===== src/ej32_pkg.sv =====
/* Shared types, opcode and unit encodings and the host register map of the
   eJ32 arithmetic slice. Every design file imports it in its module header. */
package ej32_pkg;

    typedef logic [7:0]  u8_t;         // bytecode or memory byte
    typedef logic [15:0] iu_t;         // program memory address
    typedef logic [31:0] du_t;         // stack data word
    typedef logic [15:0] opnd_t;       // raw immediate, big-endian from memory
    typedef logic [25:0] op_word_t;    // {unit[25:24], opcode[23:16], operand[15:0]}

    typedef enum logic [1:0] {
        unit_au,
        unit_br,
        unit_ls,
        unit_bad
    } unit_e;

    // standard JVM encodings of the opcodes the arithmetic unit runs
    typedef enum logic [7:0] {
        nop         = 8'h00,
        aconst_null = 8'h01,
        iconst_m1   = 8'h02,
        iconst_0    = 8'h03,
        iconst_1    = 8'h04,
        iconst_2    = 8'h05,
        iconst_3    = 8'h06,
        iconst_4    = 8'h07,
        iconst_5    = 8'h08,
        bipush      = 8'h10,
        sipush      = 8'h11,
        pop         = 8'h57,
        dup         = 8'h59,
        swap        = 8'h5f,
        iadd        = 8'h60,
        isub        = 8'h64,
        ineg        = 8'h74,
        ishl        = 8'h78,
        ishr        = 8'h7a,
        iushr       = 8'h7c,
        iand        = 8'h7e,
        ior         = 8'h80,
        ixor        = 8'h82,
        vreturn     = 8'hb1        // void return, ends the program
    } opcode_e;

    // APB register map
    localparam iu_t REG_CTRL   = 16'h0000;    // bit 0 starts the core
    localparam iu_t REG_STATUS = 16'h0004;    // running, halted, fault, depth
    localparam iu_t REG_TOS    = 16'h0008;
    localparam iu_t REG_START  = 16'h000C;
    localparam iu_t MEM_BASE   = 16'h1000;    // program memory window

endpackage


===== src/ej32_op_queue.sv =====
/* Operation queue between fetch and the arithmetic unit. A circular buffer
   with valid/ready on both sides. flush empties it when the core starts. */
`timescale 1ns/1ps

module ej32_op_queue
    import ej32_pkg::*;
#(
    parameter int QUEUE_DEPTH = 4
) (
    input  logic     ctl,
    input  logic     arst_n,
    input  logic     flush,
    input  logic     push_valid,
    input  op_word_t push_word,
    input  logic     pop_ready,
    output logic     push_ready,
    output logic     pop_valid,
    output op_word_t pop_word
);

    localparam int PW = (QUEUE_DEPTH > 1) ? $clog2(QUEUE_DEPTH) : 1;
    localparam int CW = $clog2(QUEUE_DEPTH + 1);

    op_word_t      slots [QUEUE_DEPTH];
    logic [PW-1:0] wr_ptr;
    logic [PW-1:0] rd_ptr;
    logic [CW-1:0] count;
    logic          push_fire;
    logic          pop_fire;

    function automatic logic [PW-1:0] next_ptr(logic [PW-1:0] p);
        return (p == PW'(QUEUE_DEPTH - 1)) ? '0 : p + 1'b1;
    endfunction

    assign push_ready = (count != CW'(QUEUE_DEPTH));
    assign pop_valid  = (count != '0);
    assign pop_word   = slots[rd_ptr];
    assign push_fire  = push_valid && push_ready;
    assign pop_fire   = pop_valid && pop_ready;

    always_ff @(posedge ctl or negedge arst_n) begin
        if (!arst_n) begin
            wr_ptr <= '0;
            rd_ptr <= '0;
            count  <= '0;
        end else if (flush) begin
            wr_ptr <= '0;
            rd_ptr <= '0;
            count  <= '0;
        end else begin
            if (push_fire) wr_ptr <= next_ptr(wr_ptr);
            if (pop_fire) rd_ptr <= next_ptr(rd_ptr);
            if (push_fire && !pop_fire) count <= count + 1'b1;
            else if (pop_fire && !push_fire) count <= count - 1'b1;
        end
    end

    always_ff @(posedge ctl) begin
        if (push_fire) slots[wr_ptr] <= push_word;
    end

    a_count_bound: assert property (@(posedge ctl) disable iff (!arst_n)
        count <= CW'(QUEUE_DEPTH))
        else $error("queue count above depth");
    a_no_push_full: assert property (@(posedge ctl) disable iff (!arst_n)
        count == CW'(QUEUE_DEPTH) && !flush |=> $stable(wr_ptr))
        else $error("push accepted while full");

endmodule


===== config.mk =====
export PLATFORM = sky130hd
export DESIGN_NAME = ej32_op_queue
export DESIGN_NICKNAME = d
export VERILOG_FILES = /design/src/ej32_pkg.sv /design/src/ej32_op_queue.sv
export SDC_FILE = /design/constraint.sdc
export NUM_CORES = 1
export LEC_CHECK = 0
export ABC_AREA = 1
export BUFFER_PORTS_ARGS = -buffer_cell sky130_fd_sc_hd__buf_2
export CAP_MARGIN = 10
export CORE_MARGIN = 2
export CORE_UTILIZATION = 61
export DETAILED_ROUTE_END_ITERATION = 10
export PLACE_DENSITY = 0.84
export SYNTH_ARGS = -nofsm -noshare
export SYNTH_HDL_FRONTEND = slang
export SYNTH_SLANG_ARGS = --single-unit

===== constraint.sdc =====
create_clock -name ctl -period 3.4 [get_ports ctl]
set_clock_uncertainty 0.1 [all_clocks]
set_input_delay 0.51 -clock ctl [delete_from_list [all_inputs] [get_ports ctl]]
set_output_delay 0.51 -clock ctl [all_outputs]
set_load 0.005 [all_outputs]

==> flow_metrics.env <==
export IMPL_min_path_type="in2reg"
export IMPL_synth_cells=316
export IMPL_intPower_mw=2.24
export IMPL_placementRows=30
export IMPL_tns_ns=0
export IMPL_cts_tree="yes"
export IMPL_grt_pass1_vias=2696
export IMPL_core_area_um2=6870
export IMPL_syn_area_um2=4360
export IMPL_syn_nets=353
export IMPL_p_seq_share_pct=51.5
export IMPL_ys_warn_count=0
export IMPL_p_leak_nw=1.78
export IMPL_async_flop_share_pct=6.31
export IMPL_viasPerCell=5.66
export IMPL_max_freq_ghz=0.395
export IMPL_drv_slew=0
export IMPL_setup_viol=0
export IMPL_die_area_um2=7830
export IMPL_power_mw=3.30
export IMPL_power_switching_mw=1.06
export IMPL_swShare_pct=32.1
export IMPL_min_delay_path_depth=1
export IMPL_ff2ff_setup_slack_ns=1.37
export IMPL_htree_levels=3
export IMPL_p_clk_share_pct=21.7
export IMPL_worstPathRequired_ns=2.79
export IMPL_gr_total_overflow=0
export IMPL_avgRoutedWirePerCell_um=17.2
export IMPL_final_core_util_pct=71.9
export IMPL_drt_iter0_markers=253
export IMPL_dpl_hpwl_mm=5.00
export IMPL_worstPathArrival_ns=1.92
export IMPL_hold_viol_final=0
export IMPL_ant_nets=0
export IMPL_relSlewSlack_pct=46.9
export IMPL_antenna_cells=0
export IMPL_crit_path_start_kind="register"
export IMPL_cp_max_fo=53
export IMPL_final_area_um2=4940
export IMPL_rr_worst_depth=12
export IMPL_fin_nets=414
export IMPL_cp_end_kind="primary output"
export IMPL_powerDensity_nw_per_um2=667
export IMPL_grt_use_total_pct=22.7
export IMPL_antenna_found_initial=0
export IMPL_cts_path_max_buffers=2
export IMPL_fill_cells=476
export IMPL_power_frac_comb_pct=26.8
export IMPL_ys_seq_elements=111
export IMPL_io_buffers=58
export IMPL_routed_wl_mm=8.20
export IMPL_synth_edf_count=104
export IMPL_syn2layout_area_growth_pct=13.4
export IMPL_die_w_um=88.5
export IMPL_drive_gt1_share_pct=24.9
export IMPL_drv_cap=0
export IMPL_status="finished clean"
export IMPL_place_congestion=0.811
export IMPL_start_util_pct=63.4
export IMPL_synth_flop_cell="edfxtp_1"
export IMPL_ioPinCount=59
export IMPL_cts_inserted_buffers=9
export IMPL_place_area_um2=4750
export IMPL_hold_slack_ns=0.244
export IMPL_grt_max_degree=55
export IMPL_clk_latency_ns=0.37
export IMPL_vias=2707
export IMPL_worst_pin_slew_ns=0.795
export IMPL_clock_sinks=111
export IMPL_route_detailed_drc=0
export IMPL_grt_pass1_wl_mm=13.1
export IMPL_rsz0062_at_grt="no"
export IMPL_firstDrtPassIters=4
export IMPL_fp_dieH_um=88.5
export IMPL_fin_crit_ns=2.53
export IMPL_cts_repair_resized=0
export IMPL_yosysUniqueCellTypes=27
export IMPL_syn_area_per_cell_um2=13.8
export IMPL_cts_clk_slew_worst_paths_ns=0.10
export IMPL_clockRootBuffer="clkbuf_8"
export IMPL_yosysSeqAreaShare_pct=75.7
export IMPL_path_class="reg2out"
export IMPL_peakVddDrop_mv=0.335
export IMPL_fin_crit_sh_pct=74.5
-- registers in the layout, indices dropped and copies added, names as in the netlist --
signal and cells:
slots 104, count 3, rd_ptr 2, wr_ptr 2
-- Yosys cell counts, drive strengths merged (4+ instances only) --
cell    number  share of area [%]
nand4        4               0.57
nand2       16                2.2
buf          8               0.98
nand3        4               0.57
o21ai       56                6.4
ha           5                1.4
clkbuf       7               0.69
o22ai       26                3.7
inv         15                1.3
edfxtp     104                 72
nor2        59                5.3
dfrtp        7                4.0
-- final timing paths --
check | from | endpoint
min in group asynchronous | arst_n | count[1]
setup / recovery | rd_ptr[0] | pop_word[12]
hold reg to reg | count[1] | count[1]
setup reg to reg | count[0] | count[2]
max in group asynchronous | arst_n | rd_ptr[0]
hold / removal | push_word[10] | slots[2][10]
-- area by class of cell --
type | instances | area [um2] | share of cell area [%]
multi-input cells | 174 | 933 | 18.9
well taps | 96 | 120 | 2.43
clock buffers | 9 | 124 | 2.51
flip-flops and latches | 111 | 3300 | 66.8
clock inverters | 7 | 55.1 | 1.11
inverters | 16 | 62.6 | 1.27
repair buffers | 65 | 345 | 6.99
-- cell families after synthesis --
group           count (synthesis)  synth area share [%]
simple gates                   84                  8.73
buf+inv                        31                  3.10
xor+xnor                        1                 0.201
fa+ha+maj                       6                  1.90
flops                         111                  75.7
compound gates                 83                  10.4
-- critical path: stages, from the launching register on --
cell     delay (ns)
dfrtp_2        0.42
inv_2          0.58
o21ai_0        0.21
o22ai_1        0.19
buf_2          0.14
-- routing by layer --
metal | up-vias | wire length [um] | track usage, %
met5 | - | 0 | 0
met4 | 0 | 82 | 7.58
met3 | 9 | 484 | 4.76
met2 | 90 | 4290 | 38.5
met1 | 1327 | 3340 | 29.8
li1 | 1281 | - | -
-- power groups by stage --
stage	Combinational, mW	Clock [mW]	Sequential (mW)
after global routing	0.996	0.781	1.71
after detailed placement	0.888	0	1.73
after floorplan	0.550	0	1.72
after CTS	0.893	0.723	1.70
final	0.883	0.714	1.70
after global placement	0.859	0	1.72
-- per-stage QoR --
step	worst slack, ns	instances
final	0.868	478
after global routing	0.685	478
after CTS	0.847	478
after detailed placement	1.26	461
after global placement	1.30	461
after floorplan	1.12	316
-- what timing repair did --
| item | CTS | global route |
|---|---|---|
| setup buffers | 0 | 0 |
| hold buffers | 1 | 0 |
| endpoints found under the hold margin | 7 | 0 |
-- layout by cell type, fill, tap and decap left out, types with 2 or more instances in the layout --
master / netlist / final
buf_2: 7 / 58
buf_4: 1 / 6
clkbuf_8: 0 / 9
clkinv_1: 1 / 2
clkinvlp_4: 0 / 3
dfrtp_1: 7 / 6
edfxtp_1: 104 / 104
ha_1: 5 / 5
inv_1: 12 / 12
inv_2: 2 / 2
inv_6: 0 / 2
nand2_1: 11 / 11
nand2_2: 2 / 2
nand2_4: 2 / 2
nand3_1: 3 / 3
nand4_1: 4 / 4
nor2_1: 58 / 54
nor2_2: 0 / 4
o21ai_0: 53 / 53
o21ai_1: 3 / 3
o22ai_1: 26 / 26
(Power assumes the default switching activity.)
