File: src/ej32_pkg.sv
/* Shared types, opcode and unit encodings and the host register map of the
   eJ32 arithmetic slice. Every design file imports it in its module header. */
package ej32_pkg;

    typedef logic [7:0]  u8_t;         // bytecode or memory byte
    typedef logic [15:0] iu_t;         // program memory address
    typedef logic [31:0] du_t;         // stack data word
    typedef logic [15:0] opnd_t;       // raw immediate, big-endian from memory
    typedef logic [25:0] op_word_t;    // {unit[25:24], opcode[23:16], operand[15:0]}

    typedef enum logic [1:0] {
        unit_au,
        unit_br,
        unit_ls,
        unit_bad
    } unit_e;

    // standard JVM encodings of the opcodes the arithmetic unit runs
    typedef enum logic [7:0] {
        nop         = 8'h00,
        aconst_null = 8'h01,
        iconst_m1   = 8'h02,
        iconst_0    = 8'h03,
        iconst_1    = 8'h04,
        iconst_2    = 8'h05,
        iconst_3    = 8'h06,
        iconst_4    = 8'h07,
        iconst_5    = 8'h08,
        bipush      = 8'h10,
        sipush      = 8'h11,
        pop         = 8'h57,
        dup         = 8'h59,
        swap        = 8'h5f,
        iadd        = 8'h60,
        isub        = 8'h64,
        ineg        = 8'h74,
        ishl        = 8'h78,
        ishr        = 8'h7a,
        iushr       = 8'h7c,
        iand        = 8'h7e,
        ior         = 8'h80,
        ixor        = 8'h82,
        vreturn     = 8'hb1        // void return, ends the program
    } opcode_e;

    // APB register map
    localparam iu_t REG_CTRL   = 16'h0000;    // bit 0 starts the core
    localparam iu_t REG_STATUS = 16'h0004;    // running, halted, fault, depth
    localparam iu_t REG_TOS    = 16'h0008;
    localparam iu_t REG_START  = 16'h000C;
    localparam iu_t MEM_BASE   = 16'h1000;    // program memory window

endpackage

File: src/ej32_fetch.sv
/* Fetch and decode. Reads bytecode from the start address, gathers the
   bipush/sipush operands and pushes one operation word per instruction. */
`timescale 1ns/1ps

module ej32_fetch
    import ej32_pkg::*;
(
    input  logic     ctl,
    input  logic     arst_n,
    input  logic     start,
    input  iu_t      start_addr,
    input  u8_t      rd_data,
    input  logic     push_ready,
    output logic     rd_en,
    output iu_t      rd_addr,
    output logic     push_valid,
    output op_word_t push_word,
    output logic     fetch_done
);

    typedef enum logic [2:0] {
        st_idle,
        st_addr,
        st_data,
        st_operand,
        st_push,
        st_done
    } state_e;

    state_e     state;
    iu_t        pc;
    logic [1:0] opnd_left;    // operand bytes still to read
    u8_t        code;
    unit_e      unit;
    opnd_t      opnd;
    logic       last;         // stop after this word

    // sort an opcode to the unit that would run it
    function automatic unit_e classify(u8_t b);
        unit_e u;
        case (b) inside
            nop, aconst_null, iconst_m1, iconst_0, iconst_1, iconst_2, iconst_3,
            iconst_4, iconst_5, bipush, sipush, pop, dup, swap, iadd, isub, ineg,
            ishl, ishr, iushr, iand, ior, ixor, vreturn:
                u = unit_au;
            8'h15, [8'h1a:8'h1d], 8'h3b, 8'h84, [8'h99:8'ha9], 8'hb6:
                u = unit_br;    // locals, conditionals, goto, jsr, invoke
            8'h2e, 8'h33, 8'h35, 8'h4f, 8'h54, 8'h56:
                u = unit_ls;    // array loads and stores
            default:
                u = unit_bad;
        endcase
        return u;
    endfunction

    assign rd_en      = (state == st_addr);
    assign rd_addr    = pc;
    assign push_valid = (state == st_push);
    assign push_word  = {unit, code, opnd};
    assign fetch_done = (state == st_idle) || (state == st_done);
    assign last       = (code == vreturn) || (unit != unit_au);

    always_ff @(posedge ctl or negedge arst_n) begin
        if (!arst_n) begin
            state     <= st_idle;
            pc        <= '0;
            opnd_left <= '0;
        end else if (start) begin
            state     <= st_addr;
            pc        <= start_addr;
            opnd_left <= '0;
        end else begin
            case (state)
                st_addr: begin
                    pc    <= pc + 1'b1;
                    state <= (opnd_left != 2'd0) ? st_operand : st_data;
                end
                st_data: begin
                    if (rd_data == bipush) begin
                        opnd_left <= 2'd1;
                        state     <= st_addr;
                    end else if (rd_data == sipush) begin
                        opnd_left <= 2'd2;
                        state     <= st_addr;
                    end else begin
                        state <= st_push;
                    end
                end
                st_operand: begin
                    opnd_left <= opnd_left - 1'b1;
                    state     <= (opnd_left == 2'd1) ? st_push : st_addr;
                end
                st_push: begin
                    if (push_ready) begin
                        state <= last ? st_done : st_addr;
                    end
                end
                default: ;
            endcase
        end
    end

    always_ff @(posedge ctl) begin
        if (state == st_data) begin
            code <= rd_data;
            unit <= classify(rd_data);
            opnd <= '0;
        end else if (state == st_operand) begin
            opnd <= {opnd[7:0], rd_data};    // high byte first
        end
    end

    a_push_hold: assert property (@(posedge ctl) disable iff (!arst_n)
        push_valid && !push_ready && !start |=> push_valid && $stable(push_word))
        else $error("operation word changed while stalled");

endmodule

File: config.mk
export PLATFORM = sky130hd
export DESIGN_NAME = ej32_fetch
export DESIGN_NICKNAME = d
export VERILOG_FILES = /design/src/ej32_pkg.sv /design/src/ej32_fetch.sv
export SDC_FILE = /design/constraint.sdc
export NUM_CORES = 1
export LEC_CHECK = 0
export BUFFER_PORTS_ARGS = -buffer_cell sky130_fd_sc_hd__buf_2
export CELL_PAD_IN_SITES_DETAIL_PLACEMENT = 0
export CELL_PAD_IN_SITES_GLOBAL_PLACEMENT = 1
export CORE_UTILIZATION = 34
export DETAILED_ROUTE_END_ITERATION = 6
export PLACE_DENSITY = 0.72
export SETUP_SLACK_MARGIN = 0.3
export SYNTH_ARGS = -nofsm -noshare
export SYNTH_HDL_FRONTEND = slang
export SYNTH_SLANG_ARGS = --single-unit
File: constraint.sdc
create_clock -name ctl -period 2.1 [get_ports ctl]
set_input_delay 0.21 -clock ctl [delete_from_list [all_inputs] [get_ports ctl]]
set_output_delay 0.21 -clock ctl [all_outputs]
set_load 0.02 [all_outputs]
==> out/metrics.yaml <==
global_route.usage.total: 0.1706
timing.final.setup_violations: 0
timing.setup.tns_ns: 0
yosysSeqAreaShare: 0.4603
timing.critical_path.to_type: "register"
synth.cell_area_um2: 2490
r2r.worst_path.cells: 4
cts_made_buffers: 5
startpoint: "rd_addr[6]"
layout.cells.most_common_list: "sky130_fd_sc_hd__buf_2, sky130_fd_sc_hd__nand2_1, sky130_fd_sc_hd__o21ai_0"
ys_seq_elements: 47
status: "finished clean"
final_common_cell: "sky130_fd_sc_hd__buf_2"
core_region_area_um2: 6944
first_global_vias: 2185
timing_worst_setup_path_type: "register to register"
gp_routability_congestion: 0.7599
dieArea_um2: 7669
power_switching_w: 0.001471
yosysWarningCount: 0
synth_adder_area_share: 0.01508
asyncSetResetFlopFracSynth: 0.4468
fp.dieW_um: 87.58
fin_nets: 389
rows: 30
drt_pre_antenna_iters: 4
synthFlopType: "sky130_fd_sc_hd__dfrtp_1"
remaining_drc_errors: 0
finalWorstPathRequiredPeriod_ns: 1.796
power.share.clock: 0.191
max-cap-violations: 0
regToRegEndpoint: "rd_addr[11]"
post_synth_mux_area_share: 0.01256
grt_max_degree: 37
power_report.internal_total_w: 0.002166
synth_compound_area_frac: 0.1648
hp-class: "input pin to register"
maxClockFrequency_ghz: 0.5567
post_synth_main_area_contributors: "sky130_fd_sc_hd__dfrtp_1, sky130_fd_sc_hd__dfxtp_1, sky130_fd_sc_hd__edfxtp_1, sky130_fd_sc_hd__nand2_1, sky130_fd_sc_hd__o21ai_0"
p_seq_frac: 0.382
htree_levels: 2
drv_slew: 0
cts-root-buf: "sky130_fd_sc_hd__clkbuf_8"
post-synth-top-area-fraction: 0.2111
grt_first_pass_wirelength_mm: 10.30
clk_latency_ns: 0.30
rrSetupSlack_ns: 0.30
antenna_found_initial: 0
avgSynthCellArea_um2: 8.706
post_drt_wl_per_cell_um: 13.63
finalHoldViolCount: 0
portBuffers: 72
synth_top_family_by_area: "simple AND/OR/NAND/NOR gates"
worstPathArrival_ns: 2.02
combPwrFrac: 0.427
leading_area_contributor_after_synthesis: "sky130_fd_sc_hd__dfrtp_1"
die_y_extent_um: 87.58
power_leakage_nw: 1.354
worstPathMaxFanout: 6
detail_route.wirelength_mm: 6.202
start_util: 0.3586
drt-vias-per-instance: 5.059
antenna_cells_inserted: 0
detailed_route_iter0_violations: 56
tritoncts: "yes"
fillers: 705
netlist-cell-type-count: 52
synth_enable_flop_cells: 10
io_pins: 73
syn2layout_area_growth_pct: 27.99
cts.sink_count: 47
hp-start: "start_addr[9]"
layout-drive-gt1-share: 0.3259
worst_slew_pin_slew_ns: 0.5504
peakVddDrop_mv: 0.5716
crit_path_end: "rd_addr[11]"
fin_skew_ns: 0.006224
startpoint_type: "register"
gr-total-overflow: 0
slew-limit-headroom: 0.6331
final_min_period_over_clock_period: 0.8554
post_synth_and_or_nand_nor_area_fraction: 0.2382
hpwlAfterDp_mm: 4.338
synthXorXnorAreaFrac: 0.04925
fin_util: 0.4589
cp_data_required_time_ns: 2.33
rsz0062_at_grt: "yes"
swShare: 0.4045
power.density_nw_per_um2: 1142
clk_pin_slew_ns: 0.09
cts-root-to-sink-buffers: 2
route.vias.total: 2302
mappedNetlistNets: 317
antenna_violation_net_count_after_detailed_routing: 0
reg2reg_from: "rd_addr[6]"
netlist_instances: 286
==> layer usage <==
layer / GRT usage / vias to the layer above / share of wire
met5: 0 / - / 0
met4: 0.06408 / 0 / 0.010
met3: 0.03959 / 4 / 0.063
met2: 0.2884 / 70 / 0.49
met1: 0.2125 / 1078 / 0.44
li1: - / 1150 / -
==> kinds of logic after synthesis <==
family	after synthesis
multiplexers	3
AND/OR/NAND/NOR	117
XOR/XNOR	14
flip-flops	47
adder cells (fa/ha/maj)	3
AO/OA/AOI/OAI	65
buffers and inverters	37
==> Yosys cell counts, types with 3 or more instances <==
master / n
sky130_fd_sc_hd__inv_1: 13
sky130_fd_sc_hd__dfxtp_1: 16
sky130_fd_sc_hd__nand3_1: 7
sky130_fd_sc_hd__nor3_1: 7
sky130_fd_sc_hd__a2111oi_0: 4
sky130_fd_sc_hd__nand2b_1: 6
sky130_fd_sc_hd__or3_1: 7
sky130_fd_sc_hd__nor4_1: 7
sky130_fd_sc_hd__a21oi_1: 7
sky130_fd_sc_hd__clkbuf_1: 19
sky130_fd_sc_hd__a31oi_1: 3
sky130_fd_sc_hd__xor2_1: 4
sky130_fd_sc_hd__nor2_1: 10
sky130_fd_sc_hd__xnor2_1: 10
sky130_fd_sc_hd__ha_1: 3
sky130_fd_sc_hd__nand4_1: 5
sky130_fd_sc_hd__edfxtp_1: 10
sky130_fd_sc_hd__dfrtp_1: 21
sky130_fd_sc_hd__nand3b_1: 3
sky130_fd_sc_hd__o21ai_0: 34
sky130_fd_sc_hd__nand2_1: 53
==> worst max-delay path, stage by stage, from the launching register on <==
cell	delay, ns
sky130_fd_sc_hd__dfrtp_2	0.43
sky130_fd_sc_hd__nand4_1	0.24
sky130_fd_sc_hd__or4_4	0.61
sky130_fd_sc_hd__or3_1	0.32
sky130_fd_sc_hd__a31oi_1	0.13
==> repair_timing <==
action,in CTS,in global routing
pin swaps,0,1
setup endpoints to repair,3,11
endpoints found under the hold margin,21,0
buffers inserted,3,3
hold buffers,1,0
gates resized for setup,5,13
gates cloned,0,0
==> per-stage QoR <==
step | total power [W] | instance area [um^2] | cells | hold WS [ns] | worst slack, ns
after floorplan | 0.002403 | 2499 | 286 | -0.08559 | 0.1885
after global placement | 0.002857 | 2953 | 440 | 0.2045 | 0.2388
after detailed placement | 0.002872 | 2953 | 440 | 0.2003 | 0.1901
after CTS | 0.003635 | 3117 | 452 | 0.1024 | 0.3097
after global routing | 0.003928 | 3187 | 455 | 0.1056 | 0.2073
final | 0.003638 | 3187 | 455 | 0.1127 | 0.3037
==> registers in the layout, summed over array words and instances (netlist names) <==
signal     cells
code           8
opnd          16
opnd_left      2
rd_addr       16
state          3
unit           2
==> power groups by stage <==
stage	registers (W)	logic [W]	clock network, W
floorplan	0.00165	0.000750	0
global placement	0.00143	0.00142	0
detailed placement	0.00144	0.00143	0
CTS	0.00139	0.00152	0.000724
global route	0.00143	0.00174	0.000757
finish	0.00139	0.00155	0.000696
==> area by class of cell <==
class,instances,area [um^2],area share
Clock buffer,7,118.9,0.03730
Clock inverter,1,6.256,0.001963
Inverter,13,51.30,0.01610
Multi-Input combinational cell,202,1241,0.3895
Sequential cell,47,1152,0.3616
Tap cell,96,120.1,0.03769
Timing Repair Buffer,89,496.7,0.1559
==> how the worst min path moves through the flow <==
stage	end	slack [ns]	cells past startpoint
after floorplan	opnd_left[0]	-0.09	0
final	rd_addr[9]	0.11	3
after global routing	rd_addr[6]	0.11	3
after CTS	rd_addr[14]	0.10	3
after global placement	rd_addr[13]	0.20	1
after detailed placement	rd_addr[13]	0.20	1
Power figures use the tool's default switching activity.
