**src/ej32_pkg.sv**
```systemverilog
/* Shared types, opcode and unit encodings and the host register map of the
   eJ32 arithmetic slice. Every design file imports it in its module header. */
package ej32_pkg;

    typedef logic [7:0]  u8_t;         // bytecode or memory byte
    typedef logic [15:0] iu_t;         // program memory address
    typedef logic [31:0] du_t;         // stack data word
    typedef logic [15:0] opnd_t;       // raw immediate, big-endian from memory
    typedef logic [25:0] op_word_t;    // {unit[25:24], opcode[23:16], operand[15:0]}

    typedef enum logic [1:0] {
        unit_au,
        unit_br,
        unit_ls,
        unit_bad
    } unit_e;

    // standard JVM encodings of the opcodes the arithmetic unit runs
    typedef enum logic [7:0] {
        nop         = 8'h00,
        aconst_null = 8'h01,
        iconst_m1   = 8'h02,
        iconst_0    = 8'h03,
        iconst_1    = 8'h04,
        iconst_2    = 8'h05,
        iconst_3    = 8'h06,
        iconst_4    = 8'h07,
        iconst_5    = 8'h08,
        bipush      = 8'h10,
        sipush      = 8'h11,
        pop         = 8'h57,
        dup         = 8'h59,
        swap        = 8'h5f,
        iadd        = 8'h60,
        isub        = 8'h64,
        ineg        = 8'h74,
        ishl        = 8'h78,
        ishr        = 8'h7a,
        iushr       = 8'h7c,
        iand        = 8'h7e,
        ior         = 8'h80,
        ixor        = 8'h82,
        vreturn     = 8'hb1        // void return, ends the program
    } opcode_e;

    // APB register map
    localparam iu_t REG_CTRL   = 16'h0000;    // bit 0 starts the core
    localparam iu_t REG_STATUS = 16'h0004;    // running, halted, fault, depth
    localparam iu_t REG_TOS    = 16'h0008;
    localparam iu_t REG_START  = 16'h000C;
    localparam iu_t MEM_BASE   = 16'h1000;    // program memory window

endpackage

```
**src/ej32_apb_host.sv**
```systemverilog
/* APB slave of the core. Decodes the register map and the program memory
   window, keeps the start address and the running flag. Zero wait states. */
`timescale 1ns/1ps

module ej32_apb_host
    import ej32_pkg::*;
#(
    parameter int MEM_BYTES = 1024
) (
    input  logic       ctl,
    input  logic       arst_n,
    input  iu_t        paddr,
    input  logic       psel,
    input  logic       penable,
    input  logic       pwrite,
    input  du_t        pwdata,
    input  logic       halted,
    input  logic       fault,
    input  logic [3:0] depth,
    input  du_t        tos,
    input  logic       fetch_done,
    output du_t        prdata,
    output logic       pready,
    output logic       pslverr,
    output logic       mem_we,
    output iu_t        mem_waddr,
    output u8_t        mem_wdata,
    output logic       start,
    output iu_t        start_addr
);

    logic        access;
    logic        is_ctrl;
    logic        is_status;
    logic        is_tos;
    logic        is_start;
    logic        is_win;
    logic        mapped;
    logic        busy;          // core or fetch still active
    logic        wr_ok;
    logic        running;
    logic [16:0] addr_x;

    assign access    = psel && penable;
    assign pready    = 1'b1;
    assign is_ctrl   = (paddr == REG_CTRL);
    assign is_status = (paddr == REG_STATUS);
    assign is_tos    = (paddr == REG_TOS);
    assign is_start  = (paddr == REG_START);
    assign addr_x    = {1'b0, paddr};
    assign is_win    = (addr_x >= 17'(MEM_BASE))
                       && (addr_x < 17'(MEM_BASE) + 17'(MEM_BYTES));
    assign mapped    = is_ctrl || is_status || is_tos || is_start || is_win;
    assign busy      = running || !fetch_done;
    assign pslverr   = access && (!mapped || (pwrite && (is_win || is_start) && busy));
    assign wr_ok     = access && pwrite && !pslverr;

    always_comb begin
        prdata = '0;
        if (access && !pwrite) begin
            case (paddr)
                REG_STATUS: prdata = {20'b0, depth, 5'b0, fault, halted, running};
                REG_TOS:    prdata = tos;
                REG_START:  prdata = du_t'(start_addr);
                default: ;
            endcase
        end
    end

    always_ff @(posedge ctl or negedge arst_n) begin
        if (!arst_n) begin
            running    <= 1'b0;
            start      <= 1'b0;
            start_addr <= '0;
            mem_we     <= 1'b0;
        end else begin
            start  <= wr_ok && is_ctrl && pwdata[0] && !running;    // one-cycle pulse
            mem_we <= wr_ok && is_win;
            if (wr_ok && is_start) start_addr <= pwdata[15:0];
            if (start) running <= 1'b1;
            else if (halted) running <= 1'b0;
        end
    end

    always_ff @(posedge ctl) begin
        mem_waddr <= paddr - MEM_BASE;
        mem_wdata <= pwdata[7:0];
    end

    a_apb_setup: assert property (@(posedge ctl) disable iff (!arst_n)
        penable |-> $past(psel))
        else $error("penable without a setup phase");

endmodule

```
**config.mk**
```make
export PLATFORM = sky130hd
export DESIGN_NAME = ej32_apb_host
export DESIGN_NICKNAME = d
export VERILOG_FILES = /design/src/ej32_pkg.sv /design/src/ej32_apb_host.sv
export SDC_FILE = /design/constraint.sdc
export NUM_CORES = 1
export LEC_CHECK = 0
export ABC_CLOCK_PERIOD_IN_PS = 3500
export BUFFER_PORTS_ARGS = -buffer_cell sky130_fd_sc_hd__buf_2
export CAP_MARGIN = 10
export CORE_ASPECT_RATIO = 1.25
export CORE_UTILIZATION = 39
export DETAILED_ROUTE_END_ITERATION = 8
export MAX_ROUTING_LAYER = met4
export PLACE_DENSITY = 0.88
export SLEW_MARGIN = 20
export SYNTH_ARGS = -nofsm -noshare
export SYNTH_HDL_FRONTEND = slang
export SYNTH_SLANG_ARGS = --single-unit
```
**constraint.sdc**
```tcl
create_clock -name ctl -period 3.5 [get_ports ctl]
set_input_delay 0.7 -clock ctl [delete_from_list [all_inputs] [get_ports ctl]]
set_output_delay 0.7 -clock ctl [all_outputs]
set_load 0.005 [all_outputs]
```
==> results of run 1 <==
power breakdown:
group / internal (mW) / switching, mW / total [mW]
combinational: 0.0572 / 0.0579 / 0.115
sequential: 0.508 / 0.00304 / 0.511
clock: 0.285 / 0.171 / 0.456
registers in the layout (all words and copies together) (netlist names):
name and count:
start 1, mem_we 1, start_addr 16, mem_wdata 8, running 1, mem_waddr 16
placed cells by master (no fill, tap or decap), types with 2 or more instances in the layout:
master,n
dfrtp_1,19
a21oi_1,11
nor2_1,4
inv_1,5
dfxtp_1,24
nor4_4,2
buf_4,5
nor3_1,8
a22oi_1,7
mux2_2,22
o21ai_0,3
xor2_1,2
and2_1,2
buf_2,150
nand2_1,4
bufinv_16,2
and4b_1,16
clkbuf_8,5
nand3_1,21
and4_1,2
nand4_1,3
ha_1,2
nor3_2,2
metrics by stage:
stage / utilization / setup WS (ns) / instance area [um2]
global placement: 0.5591 / 0.1995 / 2840
finish: 0.5852 / 0.2055 / 2973
global route: 0.5852 / 0.06120 / 2973
detailed placement: 0.5591 / 0.1710 / 2840
floorplan: - / 0.4251 / 2054
CTS: 0.5852 / 0.1611 / 2973
final cells by class:
cell class / count / area [um2]
timing repair buffer: 155 / 788.3
sequential: 43 / 955.9
tap: 62 / 77.57
clock buffer: 6 / 72.57
multi-input combinational: 125 / 999.7
inverter: 5 / 18.77
fill: 463 / 2107
clock inverter: 2 / 60.06
routing by layer:
| layer | up-vias | global-route usage | wire, um |
|---|---|---|---|
| met1 | 993 | 0.2282 | 2148 |
| met4 | 0 | 0.06770 | 71 |
| li1 | 995 | - | - |
| met3 | 9 | 0.03297 | 418 |
| met2 | 111 | 0.4022 | 3113 |
| met5 | - | - | 0 |
worst paths after layout:
kind,from,to,depth (start not counted)
max in group asynchronous,arst_n,start_addr[1],1
min in group ctl,start,running,1
worst min register to register,start,running,1
worst min-delay path,arst_n,mem_we,1
worst max register to register,running,start_addr[7],4
worst max-delay path,paddr[13],prdata[0],8
cells by family after synthesis:
family | synth area share
compound gates | 0.07674
xor+xnor | 0.008528
fa+ha+maj | 0.01218
buf+inv | 0.04933
flops | 0.4653
mux | 0.1206
other cells | 0.001825
simple gates | 0.2655
critical path: stages:
cell     delay, ns
buf_2         0.11
inv_1         0.07
ha_1          0.20
nor3b_4       0.38
nand4_4       0.12
or4_4         0.63
nor3_1        0.23
buf_2         0.15
==> results.cfg, run 1 <==
[route]
drt-initial-drc-count = 64
wl_per_cell_um = 14.45
vias = 2108
routed_wl_um = 5751
avgViaCountPerCell = 5.296
first_pass_iters = 4
antenna_left = 0
drc = 0

[timing]
drv_slew = 0
setup-violations-final = 0
period_needed_ns = 3.294
fmax_mhz = 303.5
hold_viol = 0
rsz0062_at_grt = false
period_share = 0.9413
clock_skew_ns = 0.008793
setup_tns_ns = 0
hold_ws_ns = 0.3445

[yosys]
synthesis.nets = 282
synth_common_cells = 24 x dfxtp_1, 22 x mux2_2, 21 x nand3_1, 19 x dfrtp_1, 16 x and4b_1
yosysSeqAreaShare = 0.4653
syn_area_per_cell_um2 = 10.93
synth_area_leader_cell = dfxtp_1
synth_edf_count = 0
netlist_area_um2 = 2054
synthArstFlopShare = 0.4419
synth_ff_type = dfxtp_1
synth_most_common_cell = dfxtp_1
synthCells = 188
ys_seq_elements = 43
ys_types = 38
synth_area_leaders = dfxtp_1 23%, dfrtp_1 23%, mux2_2 12%
yosys_warnings = 0
synth_top_area_frac = 0.2339

[setup_path]
required_ns = 2.80
crit_arrival_ns = 2.59
crit_type = in2out
path_max_fanout = 16
start_kind = primary input
cp-end-kind = primary output
r2r_slack_ns = 1.91

[clock_tree]
cts_tree = done
numCtsBuffers = 5
clock_sinks = 43
clk-insertion-delay-late_ns = 0.29
htree_levels = 2
cts-resized-gates = 0
path_clk_slew_ns = 0.09
cts_root_buf = clkbuf_8
cts_max_path_buffers = 2
post_cts_buffers = 0
hold_buffers = 0

[pwr]
ir_drop_mv = 0.2089
p_total_mw = 1.083
powerDensity_nw_per_um2 = 364.2
p_leak_nw = 1.600

[die]
num_io_pins = 168
coreArea_um2 = 5080
row_count = 29
die_area_um2 = 5564
die_w_um = 66.92
initial_core_util = 0.4044
die_h_um = 83.15

[worst_hold_path]
hold_class = in2async

[final_layout]
fin_cells = 398
areaGrowthSynthToFinish_pct = 44.70
final_nets = 429
diodes = 0
drive_gt1_frac = 0.5714

[placed_design]
dp_hpwl_um = 4364
place_congestion = 0.7678
port-buffer-count = 150
dp.cells = 390

[global_route]
grt_overflow = 0
grt_pass1_wl_um = 9121
grt_usage = 0.2180
grt_max_degree = 21
grt_pass1_vias = 2065
antenna_found_initial = 0

[run_status]
status = completed

[run]
maxCapViolCount = 0
Note: power is estimated with default switching activity, not from simulation.
==> inputs of run 2 (changes only) <==
CORE_UTILIZATION = 40   (was 39)
CTS_BUF_LIST = sky130_fd_sc_hd__clkbuf_4   (was unset)
GPL_ROUTABILITY_DRIVEN = 0   (was unset)
PLACE_DENSITY = 0.89   (was 0.88)
SKIP_CTS_REPAIR_TIMING = 1   (was unset)
==> results.cfg, run 2 (synthesis gave the netlist of run 1 again) <==
[run_status]
status = completed

[final_layout]
design_area_um2 = 2912
mostFrequentLayoutCells = 150 x buf_2, 24 x dfxtp_1, 22 x mux2_2, 21 x nand3_1, 19 x dfrtp_1
final_common_cell = buf_2
drive_gt1_frac = 0.5731
reg.largest.list = mem_waddr: 16 flops, start_addr: 16 flops, mem_wdata: 8 flops
diodes = 0
areaGrowthSynthToFinish_pct = 41.72
final_nets = 428

[route]
drc = 0
met2_length_um = 2995
vias = 2085
top_layer = met4
avgViaCountPerCell = 5.278
antenna_left = 0
wirelength_met1_um = 2203
routed_wl_um = 5681
drt-initial-drc-count = 60
wl_per_cell_um = 14.38
first_pass_iters = 4
dr_wl_met3_um = 418

[die]
die_area_um2 = 5428
num_io_pins = 168
die_h_um = 82.13
initial_core_util = 0.4249
row_count = 28
coreArea_um2 = 4835
die_w_um = 66.10

[global_route]
grt_overflow = 0
antenna_found_initial = 0
grt_max_degree = 33
grt_pass1_vias = 1972
grt_usage = 0.2162
grt_pass1_wl_um = 8590

[pwr]
power_frac_seq = 0.542
clkPwrFrac = 0.338
ir_drop_mv = 0.1681
p_total_mw = 0.9458
p_leak_nw = 1.575
combPwrFrac = 0.120
powerDensity_nw_per_um2 = 324.9
p_int_mw = 0.7157
swShare = 0.2433
switching_power_mw = 0.2301

[timing]
hold_viol = 0
fmax_mhz = 305.4
drv_slew = 0
period_share = 0.9355
rsz0062_at_grt = false
clock_skew_ns = 0.02407
period_needed_ns = 3.274
setup_tns_ns = 0
setup-violations-final = 0

[setup_path]
cp_cell_sequence = buf_2, inv_1, ha_1, nor3b_4, nand4_4, or4_4, nor3_1, buf_2
max_stage_delay_ns = 0.63
start_kind = primary input
crit_family = simple AND/OR/NAND/NOR gates
cp-end-kind = primary output
cpMostUsedCell = buf_2
worst_path_max_delay_cell = or4_4
critPathBufInv = 3
required_ns = 2.80
path_max_fanout = 16
crit_type = in2out
crit_arrival_ns = 2.57

[run]
maxCapViolCount = 0

[clock_tree]
cts_tree = done
numCtsBuffers = 5
path_clk_slew_ns = 0.15
cts_root_buf = clkbuf_4
clock_sinks = 43
clk-insertion-delay-late_ns = 0.36
cts_max_path_buffers = 2
htree_levels = 2

[worst_hold_path]
hold_class = in2async

[placed_design]
place_area_um2 = 2830
port-buffer-count = 150
dp_hpwl_um = 4367
run 2: cell types whose count changed in the layout (fill, tap and decap cells not counted):
cell	before	now
clkbuf_1	1	0
buf_4	5	4
clkinv_4	0	1
clkbuf_4	0	5
clkinv_2	0	1
clkbuf_8	5	0
bufinv_16	2	1
run 2: metal layers:
| metal | track usage | vias up |
|---|---|---|
| met3 | 0.04670 | 6 |
| met5 | - | - |
| met1 | 0.2265 | 977 |
| li1 | - | 991 |
| met4 | 0.07021 | 0 |
| met2 | 0.4000 | 111 |
run 2: cell type report:
cell class                 instances  area [um2]
fill                             416        1923
multi-input combinational        125       999.7
sequential                        43       955.9
timing repair buffer             154       780.7
tap                               60       75.07
clock inverter                     3       43.79
clock buffer                       5       37.54
inverter                           5       18.77
run 2: path summary, 6_finish.rpt:
kind                       startpoint             end  slack, ns  cells past startpoint
max                         paddr[13]       prdata[2]       0.23                      8
min                            arst_n   start_addr[0]       0.26                      1
max reg2reg                   running  start_addr[11]       1.92                      4
min reg2reg                     start         running       0.48                      1
max in group asynchronous      arst_n   start_addr[2]       2.91                      1
min in group ctl            pwdata[5]    mem_wdata[5]       0.45                      1
run 2: through the flow:
| step | util | hold slack, ns | instances | setup WS (ns) |
|---|---|---|---|---|
| finish | 0.6022 | 0.2564 | 395 | 0.2259 |
| global route | 0.6022 | 0.2686 | 395 | 0.06897 |
| CTS | 0.6022 | 0.2674 | 395 | 0.2165 |
| detailed placement | 0.5854 | 0.4454 | 387 | 0.2155 |
| global placement | 0.5854 | 0.4498 | 387 | 0.2525 |
| floorplan | - | 0.4044 | 188 | 0.4251 |
run 2: worst reg2reg max path: cells and delay by family (launching register included):
kind                   cells  cell delay [ns]
DFF                        1             0.45
muxes                      1             0.38
and+or+nand+nor            2             0.37
buffers and inverters      1             0.27
run 2: power groups by stage:
| stage | logic (mW) | clock network, mW | registers [mW] |
|---|---|---|---|
| 3_5_place_dp | 0.114 | 0 | 0.523 |
| 6_report | 0.113 | 0.320 | 0.513 |
| 5_1_grt | 0.125 | 0.352 | 0.515 |
| 3_3_place_gp | 0.111 | 0 | 0.522 |
| 4_1_cts | 0.114 | 0.326 | 0.513 |
| 2_1_floorplan | 0.0353 | 0 | 0.526 |
==> inputs of run 3 (changes only) <==
==> constraint.sdc (replaced) <==
create_clock -name ctl -period 3.5 [get_ports ctl]
set_input_delay 0.175 -clock ctl [delete_from_list [all_inputs] [get_ports ctl]]
set_output_delay 0.175 -clock ctl [all_outputs]
set_load 0.005 [all_outputs]
==> results.cfg, run 3 (synthesis gave the netlist of run 1 again) <==
[run_status]
status = completed

[global_route]
use_met3 = 0.04258
grt_pass1_vias = 1936
use_met1 = 0.2216
grt_usage = 0.2160
met2_usage = 0.4112
grt_overflow = 0
grt_pass1_wl_um = 8590
gr-max-usage-layer = met2
antenna_found_initial = 0
grt_max_degree = 33

[timing]
setup-violations-final = 0
setup_tns_ns = 0
period_needed_ns = 2.980
drv_slew = 0
period_share = 0.8515
rsz0062_at_grt = false
fmax_mhz = 335.5
hold_ws_ns = 0.05287
tightest_slew_ns = 0.7529
relSlewSlack = 0.4962
clock_skew_ns = 0.01817
hold_viol = 0

[setup_path]
cp-end-kind = primary output
r2r_slack_ns = 1.94
rr_worst_depth = 4
cp_cell_sequence = dlygate4sd3_1, buf_2, inv_1, ha_1, nor3b_4, nand4_4, nor2_1, and4b_1, buf_2
max_stage_delay_ns = 0.64
required_ns = 3.32
cpMostUsedCell = buf_2
worst_path_max_delay_cell = nor2_1
crit_type = in2out
start_kind = primary input
rr_endpoint = start_addr[11]
crit_arrival_ns = 2.81
path_max_fanout = 17
reg2reg_from = running

[final_layout]
nFillCells = 384
design_area_um2 = 3094
seq_area_um2 = 955.9
final_common_cell = buf_2
fin_cells = 412
final_nets = 445
drive_gt1_frac = 0.5369
reg.largest.list = mem_waddr: 16 flops, start_addr: 16 flops, mem_wdata: 8 flops
multi_input_area_um2 = 1005
areaGrowthSynthToFinish_pct = 50.61
diodes = 0
mostFrequentLayoutCells = 150 x buf_2, 24 x dfxtp_1, 22 x mux2_2, 21 x nand3_1, 20 x dlygate4sd3_1

[die]
die_w_um = 66.10
num_io_pins = 168
coreArea_um2 = 4835
die_h_um = 82.13
die_area_um2 = 5428
initial_core_util = 0.4249
row_count = 28

[run]
maxCapViolCount = 0

[clock_tree]
path_clk_slew_ns = 0.12
htree_levels = 2
numCtsBuffers = 5
cts_tree = done
clock_sinks = 43
cts_max_path_buffers = 2
cts_root_buf = clkbuf_4
clk-insertion-delay-late_ns = 0.36

[placed_design]
dp.cells = 384
dp_hpwl_um = 4331
place_area_um2 = 2808
port-buffer-count = 150

[route]
antenna_left = 0
first_pass_iters = 4
wl_per_cell_um = 14.67
drc = 0
vias = 2163
avgViaCountPerCell = 5.250
routed_wl_um = 6044
drt-initial-drc-count = 97

[pwr]
p_leak_nw = 1.648
ir_drop_mv = 0.1458
p_total_mw = 0.9628
powerDensity_nw_per_um2 = 311.1

[worst_hold_path]
hold_depth = 2
holdPathEnd = start_addr[12]
hold_start = pwdata[12]
hold_class = in2reg
[run 3: layout make-up]
type | instances | area share
clock buffer | 5 | 0.01213
tap | 60 | 0.02426
inverter | 5 | 0.006066
timing repair buffer | 171 | 0.3097
clock inverter | 3 | 0.01415
sequential | 43 | 0.3089
multi-input combinational | 125 | 0.3247
[run 3: power breakdown]
part / internal (mW) / switching [mW]
Clock: 0.150 / 0.167
Sequential: 0.509 / 0.00344
Combinational: 0.0707 / 0.0622
[run 3: worst max-delay path: cells and delay by family]
kind          cells  cell delay, ns
fa+ha+maj         1            0.21
buf+inv           4            0.86
simple gates      4            1.56
[run 3: worst max path at each step]
stage | start | end | slack [ns] | cells past startpoint
floorplan | paddr[13] | prdata[11] | 1.48 | 8
global placement | paddr[12] | prdata[20] | 1.12 | 8
detailed placement | paddr[13] | prdata[20] | 1.04 | 8
CTS | paddr[12] | prdata[20] | 1.04 | 8
global route | paddr[12] | prdata[31] | 0.28 | 9
finish | paddr[12] | prdata[29] | 0.52 | 9
[run 3: routing by layer]
| layer | vias to the layer above | wire length [um] |
|---|---|---|
| li1 | 1031 | - |
| met1 | 1012 | 2324 |
| met2 | 115 | 3210 |
| met3 | 5 | 457 |
| met4 | 0 | 51 |
| met5 | - | 0 |
[run 3: metrics by stage]
stage | worst slack (ns) | utilization
2_1_floorplan | 1.475 | -
3_3_place_gp | 1.124 | 0.5807
3_5_place_dp | 1.039 | 0.5807
4_1_cts | 1.043 | 0.5976
5_1_grt | 0.2826 | 0.6400
6_report | 0.5196 | 0.6400
